**config.mk**
```make
export PLATFORM = sky130hd
export DESIGN_NAME = bbm_top
export DESIGN_NICKNAME = d
export VERILOG_FILES = /design/src/hdl/bbm_pkg.sv /design/src/hdl/seq_cmd_if.sv /design/src/hdl/host_regs.sv /design/src/hdl/array_sequencer.sv /design/src/hdl/lane_shifter.sv /design/src/hdl/bbm_top.sv
export SDC_FILE = /design/constraint.sdc
export NUM_CORES = 1
export LEC_CHECK = 0
export BUFFER_PORTS_ARGS = -buffer_cell sky130_fd_sc_hd__buf_2
export CAP_MARGIN = 20
export CORE_MARGIN = 2
export CORE_UTILIZATION = 24
export CTS_CLUSTER_DIAMETER = 30
export DETAILED_ROUTE_END_ITERATION = 8
export PLACE_DENSITY = 0.44
export SLEW_MARGIN = 5
export SYNTH_ARGS = -nofsm -noshare
export SYNTH_HDL_FRONTEND = slang
export SYNTH_SLANG_ARGS = --single-unit
```
**constraint.sdc**
```tcl
create_clock -name clk -period 3.4 [get_ports clk]
set_clock_uncertainty 0.05 [all_clocks]
set_input_delay 0.17 -clock clk [delete_from_list [all_inputs] [get_ports clk]]
set_output_delay 0.17 -clock clk [all_outputs]
set_load 0.1 [all_outputs]
```
**src/hdl/bbm_pkg.sv**
```systemverilog
// bayesian memory shared definitions
package bbm_pkg;

  typedef logic [31:0] word_t;
  typedef logic [13:0] host_addr_t;
  typedef logic [10:0] word_addr_t;
  typedef logic [7:0]  cell_row_t;
  typedef logic [7:0]  cell_col_t;
  typedef logic [7:0]  lane_byte_t;
  typedef logic [15:0] pulse_len_t;
  typedef logic [8:0]  operand_t;

  typedef enum logic [3:0] {
    IDLE,
    RD_SETUP,
    RD_PRECHARGE,
    RD_PULSE,
    RD_PAUSE,
    RD_OUT,
    WR_ADDR,
    WR_PRECHARGE,
    WR_PULSE,
    WR_CUTOFF
  } seq_state_t;

  localparam int NUM_LANES  = 4;
  localparam int WORD_BITS  = 32;
  localparam int BYTE_BITS  = 8;
  localparam int NUM_PASSES = 4;

  // memory occupies host addresses below MEM_LIMIT
  localparam host_addr_t MEM_LIMIT    = 14'h2000;
  localparam host_addr_t RESULT_ADDR  = 14'h2000;
  localparam host_addr_t MODE_ADDR    = 14'h2004;
  localparam host_addr_t PULSE_ADDR   = 14'h2008;
  localparam host_addr_t OPERAND_BASE = 14'h200C;

  localparam int PRECHARGE_CYCLES = 3;
  localparam pulse_len_t PULSE_RESET_VALUE = 16'd1;

endpackage

```
**src/hdl/seq_cmd_if.sv**
```systemverilog
// sequencer command bus
interface seq_cmd_if;
  logic start_read;
  logic start_write;
  logic start_result;
  bbm_pkg::word_addr_t word_addr;
  bbm_pkg::word_t wdata;
  logic prog_mode;
  bbm_pkg::pulse_len_t pulse_len;
  bbm_pkg::operand_t [bbm_pkg::NUM_LANES-1:0] operands;
  logic done;

  modport regs (
    output start_read, start_write, start_result, word_addr, wdata,
    output prog_mode, pulse_len, operands,
    input  done
  );
  modport seq (
    input  start_read, start_write, start_result, word_addr, wdata,
    input  prog_mode, pulse_len, operands,
    output done
  );
endinterface

```
**src/hdl/host_regs.sv**
```systemverilog
// host command decode and registers
module host_regs (
  input  logic clk,
  input  logic rst_n,
  input  logic cmd_valid,
  input  logic cmd_write,
  input  bbm_pkg::host_addr_t cmd_addr,
  input  bbm_pkg::word_t cmd_wdata,
  output logic cmd_ready,
  output logic rsp_valid,
  output bbm_pkg::word_t rsp_rdata,
  seq_cmd_if.regs cmd,
  input  bbm_pkg::word_t [bbm_pkg::NUM_LANES-1:0] lane_words
);
  bbm_pkg::host_addr_t lat_addr;
  logic lat_write;
  bbm_pkg::word_t lat_wdata;
  logic accept;
  logic is_mem;
  logic reg_pend;
  logic reg_done;
  bbm_pkg::word_t reg_rdata;
  bbm_pkg::word_t arr_rdata;

  assign accept = cmd_valid && cmd_ready;
  assign is_mem = cmd_addr < bbm_pkg::MEM_LIMIT;
  assign cmd.word_addr = lat_addr[12:2];
  assign cmd.wdata = lat_wdata;

  always_ff @(posedge clk) begin
    if (accept) begin
      lat_addr  <= cmd_addr;
      lat_write <= cmd_write;
      lat_wdata <= cmd_wdata;
    end
  end

  always_comb begin
    reg_rdata = '0;
    if (lat_addr == bbm_pkg::MODE_ADDR) reg_rdata = bbm_pkg::word_t'(cmd.prog_mode);
    if (lat_addr == bbm_pkg::PULSE_ADDR) reg_rdata = bbm_pkg::word_t'(cmd.pulse_len);
    for (int k = 0; k < bbm_pkg::NUM_LANES; k++) begin
      if (lat_addr == bbm_pkg::host_addr_t'(bbm_pkg::OPERAND_BASE + 4 * k))
        reg_rdata = bbm_pkg::word_t'(cmd.operands[k]);
    end
  end

  // a memory read takes one whole lane and the result one byte per lane
  always_comb begin
    arr_rdata = lane_words[cmd.word_addr[10:9]];
    if (lat_addr == bbm_pkg::RESULT_ADDR) begin
      for (int k = 0; k < bbm_pkg::NUM_LANES; k++) begin
        arr_rdata[k*bbm_pkg::BYTE_BITS +: bbm_pkg::BYTE_BITS] =
          bbm_pkg::lane_byte_t'(lane_words[k]);
      end
    end
  end

  always_ff @(posedge clk or negedge rst_n) begin
    if (!rst_n) begin
      cmd_ready <= 1'b1;
      rsp_valid <= 1'b0;
      rsp_rdata <= '0;
      reg_pend <= 1'b0;
      reg_done <= 1'b0;
      cmd.start_read <= 1'b0;
      cmd.start_write <= 1'b0;
      cmd.start_result <= 1'b0;
      cmd.prog_mode <= 1'b0;
      cmd.pulse_len <= bbm_pkg::PULSE_RESET_VALUE;
      cmd.operands <= '0;
    end else begin
      rsp_valid <= 1'b0;
      cmd.start_read <= accept && !cmd_write && is_mem;
      cmd.start_write <= accept && cmd_write && is_mem;
      cmd.start_result <= accept && !cmd_write && (cmd_addr == bbm_pkg::RESULT_ADDR);
      // everything outside memory and the result read is answered here
      reg_pend <= accept && !is_mem && (cmd_write || cmd_addr != bbm_pkg::RESULT_ADDR);
      reg_done <= reg_pend;
      if (accept) cmd_ready <= 1'b0;
      if (reg_pend && lat_write) begin
        if (lat_addr == bbm_pkg::MODE_ADDR) cmd.prog_mode <= lat_wdata[0];
        if (lat_addr == bbm_pkg::PULSE_ADDR) cmd.pulse_len <= bbm_pkg::pulse_len_t'(lat_wdata);
        for (int k = 0; k < bbm_pkg::NUM_LANES; k++) begin
          if (lat_addr == bbm_pkg::host_addr_t'(bbm_pkg::OPERAND_BASE + 4 * k))
            cmd.operands[k] <= bbm_pkg::operand_t'(lat_wdata);
        end
      end
      if (reg_done || cmd.done) begin
        rsp_valid <= 1'b1;
        cmd_ready <= 1'b1;
        rsp_rdata <= lat_write ? '0 : (reg_done ? reg_rdata : arr_rdata);
      end
    end
  end

endmodule

```
**src/hdl/array_sequencer.sv**
```systemverilog
// array pin sequencer
module array_sequencer (
  input  logic clk,
  input  logic rst_n,
  seq_cmd_if.seq cmd,
  output bbm_pkg::cell_row_t chip_row,
  output bbm_pkg::cell_col_t chip_col,
  output logic chip_wl,
  output logic chip_bl,
  output logic chip_blen,
  output logic chip_sl,
  output logic chip_sense,
  output logic chip_read_out,
  output logic shift,
  output logic clear
);
  bbm_pkg::seq_state_t state, state_n;
  logic [4:0] bit_cnt, bit_n;
  logic [1:0] pass_cnt, pass_n;
  logic [2:0] phase_cnt, phase_n;
  bbm_pkg::pulse_len_t pulse_cnt, pulse_n;
  logic result_mode, result_n;
  bbm_pkg::cell_row_t row_n;
  bbm_pkg::cell_col_t col_n;
  logic is_write_n;

  always_comb begin
    state_n = state;
    bit_n = bit_cnt;
    pass_n = pass_cnt;
    phase_n = phase_cnt;
    pulse_n = pulse_cnt;
    result_n = result_mode;
    case (state)
      bbm_pkg::IDLE: begin
        bit_n = '0;
        pass_n = '0;
        phase_n = '0;
        pulse_n = '0;
        if (cmd.start_write) begin
          state_n = bbm_pkg::WR_ADDR;
        end else if (cmd.start_read || cmd.start_result) begin
          state_n = bbm_pkg::RD_SETUP;
          result_n = cmd.start_result;
        end
      end
      bbm_pkg::RD_SETUP: begin
        phase_n = phase_cnt + 3'd1;
        if (phase_cnt == 3'd1) begin
          phase_n = '0;
          state_n = bbm_pkg::RD_PRECHARGE;
        end
      end
      bbm_pkg::RD_PRECHARGE: state_n = bbm_pkg::RD_PULSE;
      bbm_pkg::RD_PULSE: begin
        phase_n = phase_cnt + 3'd1;
        if (phase_cnt == 3'd1) begin
          phase_n = '0;
          state_n = bbm_pkg::RD_PAUSE;
        end
      end
      // inference senses all four operands before a single read-out
      bbm_pkg::RD_PAUSE: begin
        state_n = bbm_pkg::RD_OUT;
        if (result_mode && pass_cnt != 2'(bbm_pkg::NUM_PASSES - 1)) begin
          pass_n = pass_cnt + 2'd1;
          state_n = bbm_pkg::RD_SETUP;
        end
      end
      bbm_pkg::RD_OUT: begin
        phase_n = phase_cnt + 3'd1;
        if (phase_cnt == 3'(bbm_pkg::BYTE_BITS - 1)) begin
          phase_n = '0;
          pass_n = pass_cnt + 2'd1;
          state_n = bbm_pkg::RD_SETUP;
          if (result_mode || pass_cnt == 2'(bbm_pkg::NUM_PASSES - 1)) state_n = bbm_pkg::IDLE;
        end
      end
      bbm_pkg::WR_ADDR: state_n = bbm_pkg::WR_PRECHARGE;
      bbm_pkg::WR_PRECHARGE: begin
        phase_n = phase_cnt + 3'd1;
        if (phase_cnt == 3'(bbm_pkg::PRECHARGE_CYCLES - 1)) begin
          phase_n = '0;
          state_n = bbm_pkg::WR_PULSE;
        end
      end
      // pulse_len + 1 cycles with the word line up
      bbm_pkg::WR_PULSE: begin
        pulse_n = pulse_cnt + 16'd1;
        if (pulse_cnt == cmd.pulse_len) begin
          pulse_n = '0;
          state_n = bbm_pkg::WR_CUTOFF;
        end
      end
      bbm_pkg::WR_CUTOFF: begin
        bit_n = bit_cnt + 5'd1;
        state_n = bbm_pkg::WR_ADDR;
        if (bit_cnt == 5'(bbm_pkg::WORD_BITS - 1)) state_n = bbm_pkg::IDLE;
      end
      default: state_n = bbm_pkg::IDLE;
    endcase
  end

  // pins decoded from the next state so they leave a flop
  always_comb begin
    is_write_n = state_n inside {bbm_pkg::WR_ADDR, bbm_pkg::WR_PRECHARGE,
                                 bbm_pkg::WR_PULSE, bbm_pkg::WR_CUTOFF};
    row_n = '0;
    col_n = '0;
    if (is_write_n) begin
      row_n = {cmd.word_addr[10:9], cmd.word_addr[6:1]};
      col_n = {cmd.word_addr[8:7], cmd.word_addr[0], bit_n};
    end else if (state_n != bbm_pkg::IDLE && result_n) begin
      row_n = {2'b00, cmd.operands[pass_n][8:3]};
      col_n = {pass_n, 3'b000, cmd.operands[pass_n][2:0]};
    end else if (state_n != bbm_pkg::IDLE) begin
      // pass p reads byte 3-p so the word fills MSB first
      row_n = {cmd.word_addr[10:9], cmd.word_addr[6:1]};
      col_n = {cmd.word_addr[8:7], cmd.word_addr[0], ~pass_n, 3'b000};
    end
  end

  always_ff @(posedge clk or negedge rst_n) begin
    if (!rst_n) begin
      state <= bbm_pkg::IDLE;
      bit_cnt <= '0;
      pass_cnt <= '0;
      phase_cnt <= '0;
      pulse_cnt <= '0;
      result_mode <= 1'b0;
      chip_row <= '0;
      chip_col <= '0;
      chip_wl <= 1'b0;
      chip_bl <= 1'b0;
      chip_blen <= 1'b0;
      chip_sl <= 1'b0;
      chip_sense <= 1'b0;
      chip_read_out <= 1'b0;
      clear <= 1'b0;
      cmd.done <= 1'b0;
    end else begin
      state <= state_n;
      bit_cnt <= bit_n;
      pass_cnt <= pass_n;
      phase_cnt <= phase_n;
      pulse_cnt <= pulse_n;
      result_mode <= result_n;
      chip_row <= row_n;
      chip_col <= col_n;
      chip_wl <= state_n == bbm_pkg::WR_PULSE;
      chip_bl <= (state_n inside {bbm_pkg::WR_PRECHARGE, bbm_pkg::WR_PULSE}) && cmd.wdata[bit_n];
      chip_blen <= is_write_n;
      chip_sl <= is_write_n && state_n != bbm_pkg::WR_ADDR && cmd.prog_mode;
      chip_sense <= state_n == bbm_pkg::RD_PULSE;
      chip_read_out <= state_n == bbm_pkg::RD_OUT;
      clear <= state == bbm_pkg::IDLE && state_n != bbm_pkg::IDLE;
      cmd.done <= state != bbm_pkg::IDLE && state_n == bbm_pkg::IDLE;
    end
  end

  // array presents one bit per lane in each read-out cycle
  assign shift = chip_read_out;

endmodule

```
**src/hdl/lane_shifter.sv**
```systemverilog
// lane serial capture
module lane_shifter (
  input  logic clk,
  input  logic rst_n,
  input  logic clear,
  input  logic shift,
  input  logic bit_in,
  output bbm_pkg::word_t word
);

  always_ff @(posedge clk or negedge rst_n) begin
    if (!rst_n) begin
      word <= '0;
    end else if (clear) begin
      word <= '0;
    end else if (shift) begin
      // msb arrives first
      word <= {word[bbm_pkg::WORD_BITS-2:0], bit_in};
    end
  end

endmodule

```
**src/hdl/bbm_top.sv**
```systemverilog
// bayesian memory controller top
module bbm_top (
  input  logic clk,
  input  logic rst_n,
  input  logic cmd_valid,
  input  logic cmd_write,
  input  bbm_pkg::host_addr_t cmd_addr,
  input  bbm_pkg::word_t cmd_wdata,
  output logic cmd_ready,
  output logic rsp_valid,
  output bbm_pkg::word_t rsp_rdata,
  output bbm_pkg::cell_row_t chip_row,
  output bbm_pkg::cell_col_t chip_col,
  output logic chip_wl,
  output logic chip_bl,
  output logic chip_blen,
  output logic chip_sl,
  output logic chip_sense,
  output logic chip_read_out,
  input  logic [bbm_pkg::NUM_LANES-1:0] chip_bits
);
  bbm_pkg::word_t [bbm_pkg::NUM_LANES-1:0] lane_words;
  logic shift;
  logic clear;

  seq_cmd_if cmd_bus ();

  host_regs u_regs (
    .clk(clk),
    .rst_n(rst_n),
    .cmd_valid(cmd_valid),
    .cmd_write(cmd_write),
    .cmd_addr(cmd_addr),
    .cmd_wdata(cmd_wdata),
    .cmd_ready(cmd_ready),
    .rsp_valid(rsp_valid),
    .rsp_rdata(rsp_rdata),
    .cmd(cmd_bus.regs),
    .lane_words(lane_words)
  );

  array_sequencer u_seq (
    .clk(clk),
    .rst_n(rst_n),
    .cmd(cmd_bus.seq),
    .chip_row(chip_row),
    .chip_col(chip_col),
    .chip_wl(chip_wl),
    .chip_bl(chip_bl),
    .chip_blen(chip_blen),
    .chip_sl(chip_sl),
    .chip_sense(chip_sense),
    .chip_read_out(chip_read_out),
    .shift(shift),
    .clear(clear)
  );

  // one capture register per array lane
  for (genvar k = 0; k < bbm_pkg::NUM_LANES; k++) begin : g_lane
    lane_shifter u_lane (
      .clk(clk),
      .rst_n(rst_n),
      .clear(clear),
      .shift(shift),
      .bit_in(chip_bits[k]),
      .word(lane_words[k])
    );
  end

endmodule

```
# After elaboration in Yosys (flattened, before gate mapping)
# Index checks and enable logic that the tools add are counted.
[op_classes]
addsub = 4
n_lt_le_gt_ge = 4
n_eq_ne = 32
muxes = 56
bitwise_logic = 1
reduce_logical = 39
[ops]
columns = ["operator", "n"]
rows = [
  ["2-to-1 mux 32 bit", 12],
  ["== test 14 bit (second input constant)", 8],
  ["2-to-1 mux 16 bit", 6],
  ["binary-select mux 32 bit (select 2 bit)", 1],
  ["2-to-1 mux 8 bit", 6],
  ["case mux 4 bit (10 select lines)", 1],
  ["case mux 16 bit (2 select lines)", 1],
  ["== test 4 x 3 -> 1 bit (second input constant)", 7],
  ["2-to-1 mux 4 bit", 7],
  ["binary-select mux 9 bit (select 2 bit)", 1],
  ["adder 16 x 1 -> 16 bit (second input constant)", 1],
  ["== test 16 bit", 1],
  ["== test 4 bit (second input constant)", 4],
  ["logical AND 1 bit", 16],
  ["nonzero test 4 bit", 4],
  ["2-to-1 mux 3 bit", 5],
  ["< comparator 14 bit (second input constant)", 1],
  ["inequality test 14 bit (second input constant)", 1],
  ["== test 4 x 2 -> 1 bit (second input constant)", 3],
  ["case mux 3 bit (4 select lines)", 1],
  ["AND reduction 2 bit", 6],
  ["case mux 5 bit (2 select lines)", 1],
  ["2-to-1 mux 1 bit", 9],
  ["2-to-1 mux 9 bit", 1],
  ["22 further kinds", 32],
]
[word_totals]
ff_bits = 322
inputBits = 54
output_inout_bits = 56
word_cells = 173

# Logic depth before layout (Yosys ltp)
# Gate-level depths: netlist (run 1).
[depth]
depth_word = 9
ltp_mapped = 11
depth_no_buf = 10

# Cells and area by module
# Synthesis (run 1) repeated with hierarchy kept, for this count alone.
[unflattened]
hier_cells = 1261
hier_area_um2 = 15618.7
[by_module_without_submodules]
columns = ["module", "instances", "cells_per_inst", "area_per_inst_um2", "seq_area_each_um2"]
rows = [
  ["host_regs", 1, 482, 6703.9, 3716.1],
  ["lane_shifter", 4, 103, 1323.8, 800.8],
  ["array_sequencer", 1, 367, 3619.7, 1376.3],
]

# Worst setup path after synthesis (run 1)
# OpenSTA, ideal clock, no wires.
[synth_path]
path_type = "register to register"
start = "reg u_seq.pass_cnt[0]"
end = "reg u_seq.chip_row[4]"
setup_ns = 0.121
t_arrival_ns = 2.304
t_required_ns = 3.229
setup_slack_ns = 0.926
stages_incl_launch_ff = 9
n_path_buf = 1
synth_period_minus_slack_ns = 2.474
cell_sequence = "dfrtp_1 -> ha_1 -> nand2b_1 -> a311oi_1 -> nand2_1 -> mux2i_4 -> buf_4 -> mux4_2 -> a22o_1"
[synth_between]
elab_chain_len = 9
word_cells_on_any_way = 24
cone_classes = "1 x add/sub; 6 x eq/ne; 12 x mux; 5 x reduce/logical"
[synth_rtl]
columns = ["item", "line_no", "rtl"]
rows = [
  ["start, declared", "array_sequencer.sv:19", "logic [1:0] pass_cnt, pass_n;"],
  ["start signal, assigned", "array_sequencer.sv:144", "pass_cnt <= pass_n;"],
  ["== test 2 bit", "array_sequencer.sv:76", "if (result_mode || pass_cnt == 2'(bbm_pkg::NUM_PASSES - 1)) state_n = bbm_pkg::IDLE;"],
  ["logical OR 1 bit", "array_sequencer.sv:76", ""],
  ["2-to-1 mux 1 bit", "array_sequencer.sv:76", ""],
  ["2-to-1 mux 4 bit", "array_sequencer.sv:72", "if (phase_cnt == 3'(bbm_pkg::BYTE_BITS - 1)) begin"],
  ["case mux 4 bit (10 select lines)", "array_sequencer.sv:34", "case (state)"],
  ["nonzero test 4 bit", "array_sequencer.sv:113, array_sequencer.sv:116", ""],
  ["2-to-1 mux 8 bit / logical AND 1 bit (equally long branches)", "array_sequencer.sv:116, array_sequencer.sv:113", ""],
  ["2-to-1 mux 8 bit", "array_sequencer.sv:113", "end else if (state_n != bbm_pkg::IDLE && result_n) begin"],
  ["2-to-1 mux 8 bit (*)", "array_sequencer.sv:110", "if (is_write_n) begin"],
  ["net u_seq.row_n[4]", "array_sequencer.sv:23", "bbm_pkg::cell_row_t row_n;"],
  ["end signal, assigned", "array_sequencer.sv:148", "chip_row <= row_n;"],
  ["end, declared", "array_sequencer.sv:6", "output bbm_pkg::cell_row_t chip_row,"],
]
# The timed path passes the listed nets; every way through them passes the cells marked *. The select of a mux whose other input is x is not followed.
# A chain may end at the register's enable or synchronous reset.

# Worst setup path after layout (run 1)
[layout_path]
start = "reg u_seq.phase_cnt[1]"
end = "reg u_seq.chip_row[1]"
[layout_between]
elab_chain_len = 7
word_cells_on_any_way = 22
cone_classes = "7 x eq/ne; 12 x mux; 3 x reduce/logical"
[layout_rtl]
columns = ["item", "line_no", "rtl"]
rows = [
  ["start, declared", "array_sequencer.sv:20", "logic [2:0] phase_cnt, phase_n;"],
  ["start signal, assigned", "array_sequencer.sv:145", "phase_cnt <= phase_n;"],
  ["== test 3 x 2 -> 1 bit (tied with other cells)", "array_sequencer.sv:82", "if (phase_cnt == 3'(bbm_pkg::PRECHARGE_CYCLES - 1)) begin"],
  ["2-to-1 mux 4 bit (on tied branches)", "-", ""],
  ["case mux 4 bit (10 select lines) (*)", "array_sequencer.sv:34", ""],
  ["net u_seq.state_n[0]", "array_sequencer.sv:17", "bbm_pkg::seq_state_t state, state_n;"],
  ["nonzero test 4 bit", "array_sequencer.sv:113, array_sequencer.sv:116", ""],
  ["2-to-1 mux 8 bit / logical AND 1 bit (equally long branches)", "array_sequencer.sv:116, array_sequencer.sv:113", ""],
  ["2-to-1 mux 8 bit", "array_sequencer.sv:113", ""],
  ["2-to-1 mux 8 bit (*)", "array_sequencer.sv:110", ""],
  ["net u_seq.row_n[1]", "array_sequencer.sv:23", ""],
]
# Marked as above.

==> results of run 1 <==
[per-layer routing]
| layer | part of all wire, % | wire (um) | vias up |
|---|---|---|---|
| li1 | - | - | 5024 |
| met1 | 49 | 22000 | 5502 |
| met2 | 45 | 20200 | 226 |
| met3 | 4.4 | 1970 | 71 |
| met4 | 2.2 | 1020 | 0 |
| met5 | 0 | 0 | - |
[synthesized netlist by cell type, drive strengths merged (8+ instances only)]
cell type	instances	share of area (%)
nand2	81	2.0
xor2	19	1.1
a221o	13	0.85
nand4	9	0.41
nand3	15	0.57
buf	39	1.4
and2	9	0.38
nor2	170	4.2
inv	18	0.44
mux4	38	5.6
nor2b	10	0.41
a21oi	25	0.82
mux2i	167	11
edfxtp	47	9.2
ha	8	0.65
o21ai	60	2.0
and3	12	0.49
nor3	12	0.72
o31ai	9	0.44
clkbuf	38	0.93
mux2	59	4.6
a22o	15	0.86
dfrtp	273	45
nor4	11	0.79
[stage by stage]
step / area [um^2] / worst slack (ns) / hold slack (ns) / cells / util (%)
finish: 20500 / 0.486 / 0.182 / 2379 / 32.5
global route: 20500 / 0.262 / 0.214 / 2379 / 32.5
CTS: 20500 / 0.513 / 0.171 / 2379 / 32.5
detailed placement: 16900 / 0.527 / 0.238 / 2160 / 26.8
global placement: 16900 / 0.592 / 0.234 / 2160 / 26.8
floorplan: 15300 / 0.926 / -0.176 / 1249 / -
[power groups by stage]
| stage | Sequential (W) | Clock (W) | Combinational (W) |
|---|---|---|---|
| 4_1_cts | 0.00506 | 0.00848 | 0.00441 |
| 6_report | 0.00504 | 0.00831 | 0.00437 |
| 3_3_place_gp | 0.00511 | 0 | 0.00433 |
| 2_1_floorplan | 0.00578 | 0 | 0.00242 |
| 3_5_place_dp | 0.00511 | 0 | 0.00435 |
| 5_1_grt | 0.00512 | 0.00870 | 0.00468 |
[registers in the layout, indices dropped and copies added (netlist names), 2 cells and up]
name	flops
g_lane.u_lane.word	128
u_regs.cmd.operands	36
u_regs.cmd.pulse_len	16
u_regs.cmd.wdata	32
u_regs.lat_addr	14
u_regs.rsp_rdata	32
u_seq.bit_cnt	5
u_seq.chip_col	8
u_seq.chip_row	8
u_seq.pass_cnt	2
u_seq.phase_cnt	3
u_seq.pulse_cnt	16
u_seq.state	4
[cells by family after synthesis]
logic type,count (synthesis),share of synthesized area [%]
compound gates,181,8.47
fa+ha+maj,8,0.653
simple gates,357,11.6
flops,322,54.1
mux,264,21.1
xor+xnor,22,1.26
buf+inv,95,2.81
[cell type report]
type / instances / area [um^2] / area share, %
sequential: 322 / 8300 / 40.5
multi-input combinational: 832 / 6620 / 32.3
clock buffer: 125 / 2550 / 12.5
timing repair buffer: 195 / 1410 / 6.87
tap: 846 / 1060 / 5.16
clock inverter: 41 / 504 / 2.46
inverter: 18 / 67.6 / 0.329
[worst min-delay path by stage]
| stage | start | endpoint | slack, ns | cells after the start |
|---|---|---|---|---|
| finish | rst_n | g_lane[3].u_lane.word[18]$_DFFE_PN0P_ | 0.18 | 2 |
| global placement | rst_n | u_regs.rsp_rdata[17]$_DFFE_PN0P_ | 0.23 | 1 |
| detailed placement | rst_n | g_lane[1].u_lane.word[19]$_DFFE_PN0P_ | 0.24 | 1 |
| CTS | cmd_valid | u_regs.cmd_ready$_DFFE_PN1P_ | 0.17 | 3 |
| global route | cmd_valid | u_regs.cmd_ready$_DFFE_PN1P_ | 0.21 | 3 |
| floorplan | rst_n | g_lane[0].u_lane.word[0]$_DFFE_PN0P_ | -0.18 | 0 |
[critical path: cells and delay by family (launching register included)]
kind / cells / cell delay [ns]
fa+ha+maj: 1 / 0.15
simple gates: 1 / 0.37
flops: 1 / 0.40
compound gates: 6 / 1.73
buf+inv: 1 / 0.08
[repair_timing]
action                                  in CTS  in global routing
hold buffers                                53                  0
resized for setup                            0                  0
hold endpoints to repair                   148                  0
endpoints found under the setup margin       0                  0
==> run summary, run 1 <==
* **largest net degree at the start of global routing** 129
* **clock tree from TritonCTS** done
* **FF-to-FF path depth** 9
* **average cell area after synthesis** 12.3 um^2
* **Chip Height** 257 um
* **setup repair after global routing missed its margin** no
* **power per cell area** 863 nW/um^2
* **Slew Limit Headroom** 43.1%
* **half-perimeter wire length after detailed placement** 30500 um
* **count of filler cells inserted in the layout** 6430
* **max-slew violations** 0
* **critical path's slowest cell** sky130_fd_sc_hd__a2111oi_4
* **crit path launch type** flop
* **standard cell core area** 63100 um^2
* **Routability Congestion** 0.802
* **number of synthesized flops with an enable pin** 47
* **via count of the first global-routing pass** 11500
* **via/cell ratio** 4.55
* **post-CTS setup buffer count** 0
* **DR vias** 10800
* **end of the critical path** u_seq.chip_row[1]$_DFF_PN0_
* **global-route track usage on met1** 19.4%
* **GRT Overall Usage** 13.8%
* **Syn. warnings** 0
* **count of endpoints failing hold in the final timing report** 0
* **RR Startpoint** u_seq.phase_cnt[1]$_DFFE_PN0P_
* **drt wl/cell** 19.0 um
* **final total negative setup slack** 0 ns
* **starting utilization of the core area** 24.3%
* **die outline area** 66000 um^2
* **Ports** 110
* **IO buf count** 109
* **number of nets in the synthesized netlist** 1311
* **fraction of power spent switching nets** 34.8%
* **Clock transition at path regs** 0.04 ns
* **cell chosen for the clock root** sky130_fd_sc_hd__clkbuf_16
* **post-route minimum period** 2.91 ns
* **commonest cells after routing, fill and taps aside** sky130_fd_sc_hd__dfrtp_1 (271), sky130_fd_sc_hd__nor2_1 (167), sky130_fd_sc_hd__mux2i_1 (166), sky130_fd_sc_hd__buf_2 (108), sky130_fd_sc_hd__clkbuf_16 (91)
* **net switching power figure** 0.00617 W
* **part of the total power dissipated in sequential elements** 28.4%
* **clock sink count** 322
* **Total Power** 0.0177 W
* **worst-margin pin slew** 0.853 ns
* **Post-Syn Area** 15300 um^2
* **Req. time, crit path** 3.82 ns
* **number of clock buffers inserted by TritonCTS** 90
* **buffers from clock root to sink, at most** 3
* **maximum resistive drop on vdd** 0.597 mV
* **layer with the highest usage after global routing** met2
* **crit-path max FO** 11
* **met2 routing resource usage after global routing** 20.9%
* **sequence of cells on the critical path** inv_1 > ha_1 > nor2b_1 > o21ai_0 > o211ai_1 > o2111ai_2 > a2111oi_4 > o21bai_2 > a22o_1
* **fraction of power consumed by combinational cells** 24.7%
* **number of flip-flops and latches in the synthesized netlist** 322
* **Antenna Nets Post-Route** 0
* **setup slack on the worst flop-to-flop path** 0.49 ns
* **share of async-settable or async-resettable flops after synthesis** 85.4%
* **path type of the worst min-delay path** input pin to async pin
* **number of H-tree levels** 3
* **Critical path origin** u_seq.phase_cnt[1]$_DFFE_PN0P_
* **standard-cell row count** 92
* **Leak Pwr** 9.41 nW
* **ratio of cells with drive above 1 in the final layout** 27.5%
* **Post-Synthesis Cells** 1249
* **most common cell after layout, fill and taps aside** sky130_fd_sc_hd__dfrtp_1
* **worst-skew pair later-pin latency** 0.61 ns
* **sum of overflow across all layers after global routing** 0
* **Maximum Capacitance Violations** 0
* **critical path start-end classification** flop to flop
* **die extent in x** 257 um
* **top flip-flop cell by instance count after synthesis** sky130_fd_sc_hd__dfrtp_1
* **area growth from synthesis to final layout** 33.8%
* **synth unique cells** 89
* **status** complete, no violations
* **number of inserted diodes** 0
* **TritonRoute pass-1 iters** 5
* **met3 demand-to-capacity share in global routing** 2.74%
* **data arrival at the endpoint of the critical path** 3.34 ns
* **Cell Int Power** 0.0115 W
* **Iter 0 DRT Violations** 786
* **number of antenna violations at the first check in global routing** 0
* **CP Capture Type** flop
* **total number of nets in the final design** 1521
* **endpoint of the most critical register-to-register path** u_seq.chip_row[1]$_DFF_PN0_
* **Setup-failing EPs final** 0
* **final clock period utilization by the worst path** 85.7%
* **DRC viols** 0
* **wire length of the first global-routing pass** 70600 um
* **Max Clk Rate** 0.343 GHz
* **proportion of synthesized chip area in sequential cells** 54.1%
* **final wirelength** 45200 um
* **max incr delay on CP** 0.57 ns
* **relative contribution of the clock network to total power** 46.9%
Power figures use the tool's default switching activity.
==> inputs of run 2 (changes only) <==
- CELL_PAD_IN_SITES_DETAIL_PLACEMENT: not set -> 1
- CELL_PAD_IN_SITES_GLOBAL_PLACEMENT: not set -> 1
- PLACE_DENSITY: 0.44 -> 0.5
==> run summary, run 2 (synthesized netlist as in run 1, its figures left out) <==
* **Iter 0 DRT Violations** 690, -12%
* **total number of nets in the final design** 1524, +0.20%
* **status** complete, no violations
* **IO buf count** 109, unchanged
* **count of endpoints failing hold in the final timing report** 0, unchanged
* **Req. time, crit path** 3.83 ns, about the same
* **buffers and inverters on the worst path** 2, +1
* **path type of the worst min-delay path** input pin to async pin
* **DR vias** 11100, +2.8%
* **largest reg by FF count** g_lane.u_lane.word
* **CP Capture Type** flop
* **number of H-tree levels** 3, unchanged
* **area growth from synthesis to final layout** 34.9%
* **crit path launch type** flop
* **ratio of cells with drive above 1 in the final layout** 27.9%, +0.33 points
* **registers with the most flip-flops** g_lane.u_lane.word x128, u_regs.cmd.operands x36
* **setup repair after global routing missed its margin** no
* **fin util** 32.8%, +0.27 points
* **most common cell after layout, fill and taps aside** sky130_fd_sc_hd__dfrtp_1
* **Critical Path Most Common Cell** sky130_fd_sc_hd__nand2_1
* **standard-cell row count** 92, unchanged
* **wire length of the first global-routing pass** 75100 um, +6.4%
* **maximum resistive drop on vdd** 0.385 mV, -36%
* **post-route minimum period** 3.01 ns, +0.0998 ns
* **Antenna Nets Post-Route** 0, unchanged
* **commonest cells after routing, fill and taps aside** sky130_fd_sc_hd__dfrtp_1 (270), sky130_fd_sc_hd__nor2_1 (167), sky130_fd_sc_hd__mux2i_1 (166), sky130_fd_sc_hd__buf_2 (108), sky130_fd_sc_hd__clkbuf_16 (94)
* **standard cell core area** 63100 um^2, unchanged
* **Maximum Capacitance Violations** 0, unchanged
* **count of filler cells inserted in the layout** 6924, +7.7%
* **die outline area** 66000 um^2, unchanged
* **Ports** 110, unchanged
* **dpl cell area** 16900 um^2, -0.21%
* **TritonRoute pass-1 iters** 4, -1
* **final clock period utilization by the worst path** 88.6%, +2.9 points
* **die extent in x** 257 um, unchanged
* **critical path start-end classification** flop to flop
* **buffers from clock root to sink, at most** 3, unchanged
* **power per cell area** 883 nW/um^2, +2.3%
* **DRC viols** 0, unchanged
* **max FFs per register** 128, unchanged
* **final wirelength** 48400 um, +7.1%
* **worst-skew pair later-pin latency** 0.61 ns, about the same
* **cell chosen for the clock root** sky130_fd_sc_hd__clkbuf_16
* **Clock transition at path regs** 0.04 ns, about the same
* **starting utilization of the core area** 24.3%, unchanged
* **sequence of cells on the critical path** inv_1 > a311oi_1 > nand2_1 > mux2i_4 > buf_4 > mux2i_1 > nand2_1 > a32o_1
* **data arrival at the endpoint of the critical path** 3.44 ns, +0.10 ns
* **Max Clk Rate** 0.332 GHz, -3.3%
* **Slew Limit Headroom** 42.9%, -0.23 points
* **number of clock buffers inserted by TritonCTS** 94, +4.4%
* **clock sink count** 322, unchanged
* **Leak Pwr** 9.45 nW, +0.47%
* **worst-margin pin slew** 0.856 ns, +0.00340 ns
* **top cell family by delay on the critical path** multiplexers
* **via count of the first global-routing pass** 12000, +3.7%
* **crit-path max FO** 18, +7
* **largest net degree at the start of global routing** 142, +10%
* **Cell Count, Final, Fillers Out** 2387, +0.34%
* **Non-Filler Cell Area, Final** 20700 um^2, +0.82%
* **GRT Overall Usage** 14.7%, +0.91 points
* **number of cells after detailed placement** 2157, -0.14%
* **Chip Height** 257 um, unchanged
* **number of antenna violations at the first check in global routing** 1, +1
* **clock tree from TritonCTS** done
* **final total negative setup slack** 0 ns, unchanged
* **via/cell ratio** 4.66, +2.4%
* **drt wl/cell** 20.3 um, +6.7%
* **max incr delay on CP** 0.70 ns, +0.13 ns
* **Setup-failing EPs final** 0, unchanged
* **max-slew violations** 0, unchanged
* **Total Power** 0.0183 W, +3.1%
* **sum of overflow across all layers after global routing** 0, unchanged
* **critical path's slowest cell** sky130_fd_sc_hd__dfrtp_1
* **half-perimeter wire length after detailed placement** 32600 um, +6.9%
* **Routability Congestion** 0.833, +4.0%
-- run 2: changes by cell type in the layout (fill, tap and decap cells not counted) --
cell and change:
sky130_fd_sc_hd__bufinv_16 +4, sky130_fd_sc_hd__clkinvlp_4 +7, sky130_fd_sc_hd__dlygate4sd3_1 +1, sky130_fd_sc_hd__clkinv_8 -1
sky130_fd_sc_hd__dfrtp_2 +1, sky130_fd_sc_hd__clkinv_2 -2, sky130_fd_sc_hd__buf_4 -2, sky130_fd_sc_hd__diode_2 +1
sky130_fd_sc_hd__clkinv_1 +3, sky130_fd_sc_hd__clkinv_4 +2, sky130_fd_sc_hd__dfrtp_1 -1, sky130_fd_sc_hd__clkbuf_8 -5
sky130_fd_sc_hd__clkbuf_16 +3, sky130_fd_sc_hd__clkbuf_1 -3
-- run 2: area by class of cell --
cell class              instances  area (um^2)  area share [%]
clock buffers                 120         2550            12.3
diodes                          1         2.50          0.0121
multi-input cells             832         6620            32.0
inverters                      18         67.6           0.327
clock inverters                54          679            3.28
well taps                     846         1060            5.12
flip-flops and latches        322         8300            40.1
repair buffers                194         1400            6.79
-- run 2: layer usage --
| layer | share of wire, % | vias to the layer above | global-route usage [%] |
|---|---|---|---|
| li1 | - | 5045 | - |
| met1 | 48 | 5767 | 20.7 |
| met2 | 45 | 229 | 22.1 |
| met3 | 4.2 | 80 | 3.05 |
| met4 | 2.5 | 0 | 5.47 |
| met5 | 0 | - | 0 |
-- run 2: timing repair --
action	CTS	global route
hold buffers	54	0
endpoints found under the setup margin	0	1
hold endpoints to repair	329	0
setup buffers	0	0
gates resized for setup	0	1
-- run 2: power breakdown --
part	total (W)	internal, W	switching (W)
combinational	0.00430	0.00133	0.00297
clock	0.00877	0.00617	0.00260
sequential	0.00519	0.00441	0.000782
-- run 2: worst register-to-register path: cells and delay by family (launching register included) --
| family | cells | cell delay (ns) |
|---|---|---|
| flip-flops | 1 | 0.70 |
| buffers and inverters | 2 | 0.57 |
| AND/OR/NAND/NOR | 2 | 0.26 |
| AO/OA/AOI/OAI | 2 | 0.58 |
| multiplexers | 2 | 0.73 |
-- run 2: path summary, 6_finish.rpt --
kind	startpoint	to	slack (ns)	depth (start not counted)
max	u_seq.state[0]$_DFF_PN0_	u_seq.chip_col[2]$_DFF_PN0_	0.39	8
min	rst_n	g_lane[1].u_lane.word[17]$_DFFE_PN0P_	0.22	3
max reg2reg	u_seq.state[0]$_DFF_PN0_	u_seq.chip_col[2]$_DFF_PN0_	0.39	8
min reg2reg	u_regs.rsp_rdata[30]$_DFFE_PN0P_	u_regs.rsp_rdata[30]$_DFFE_PN0P_	0.42	2
max in group asynchronous	rst_n	u_seq.pulse_cnt[11]$_DFFE_PN0P_	2.40	3
min in group clk	cmd_valid	u_regs.cmd_ready$_DFFE_PN1P_	0.22	3
-- run 2: per-stage QoR --
stage	worst slack [ns]	hold slack (ns)
4_1_cts	0.366	0.187
5_1_grt	0.121	0.218
6_report	0.386	0.222
3_5_place_dp	0.372	-0.0932
3_3_place_gp	0.413	-0.0906
2_1_floorplan	0.926	-0.176
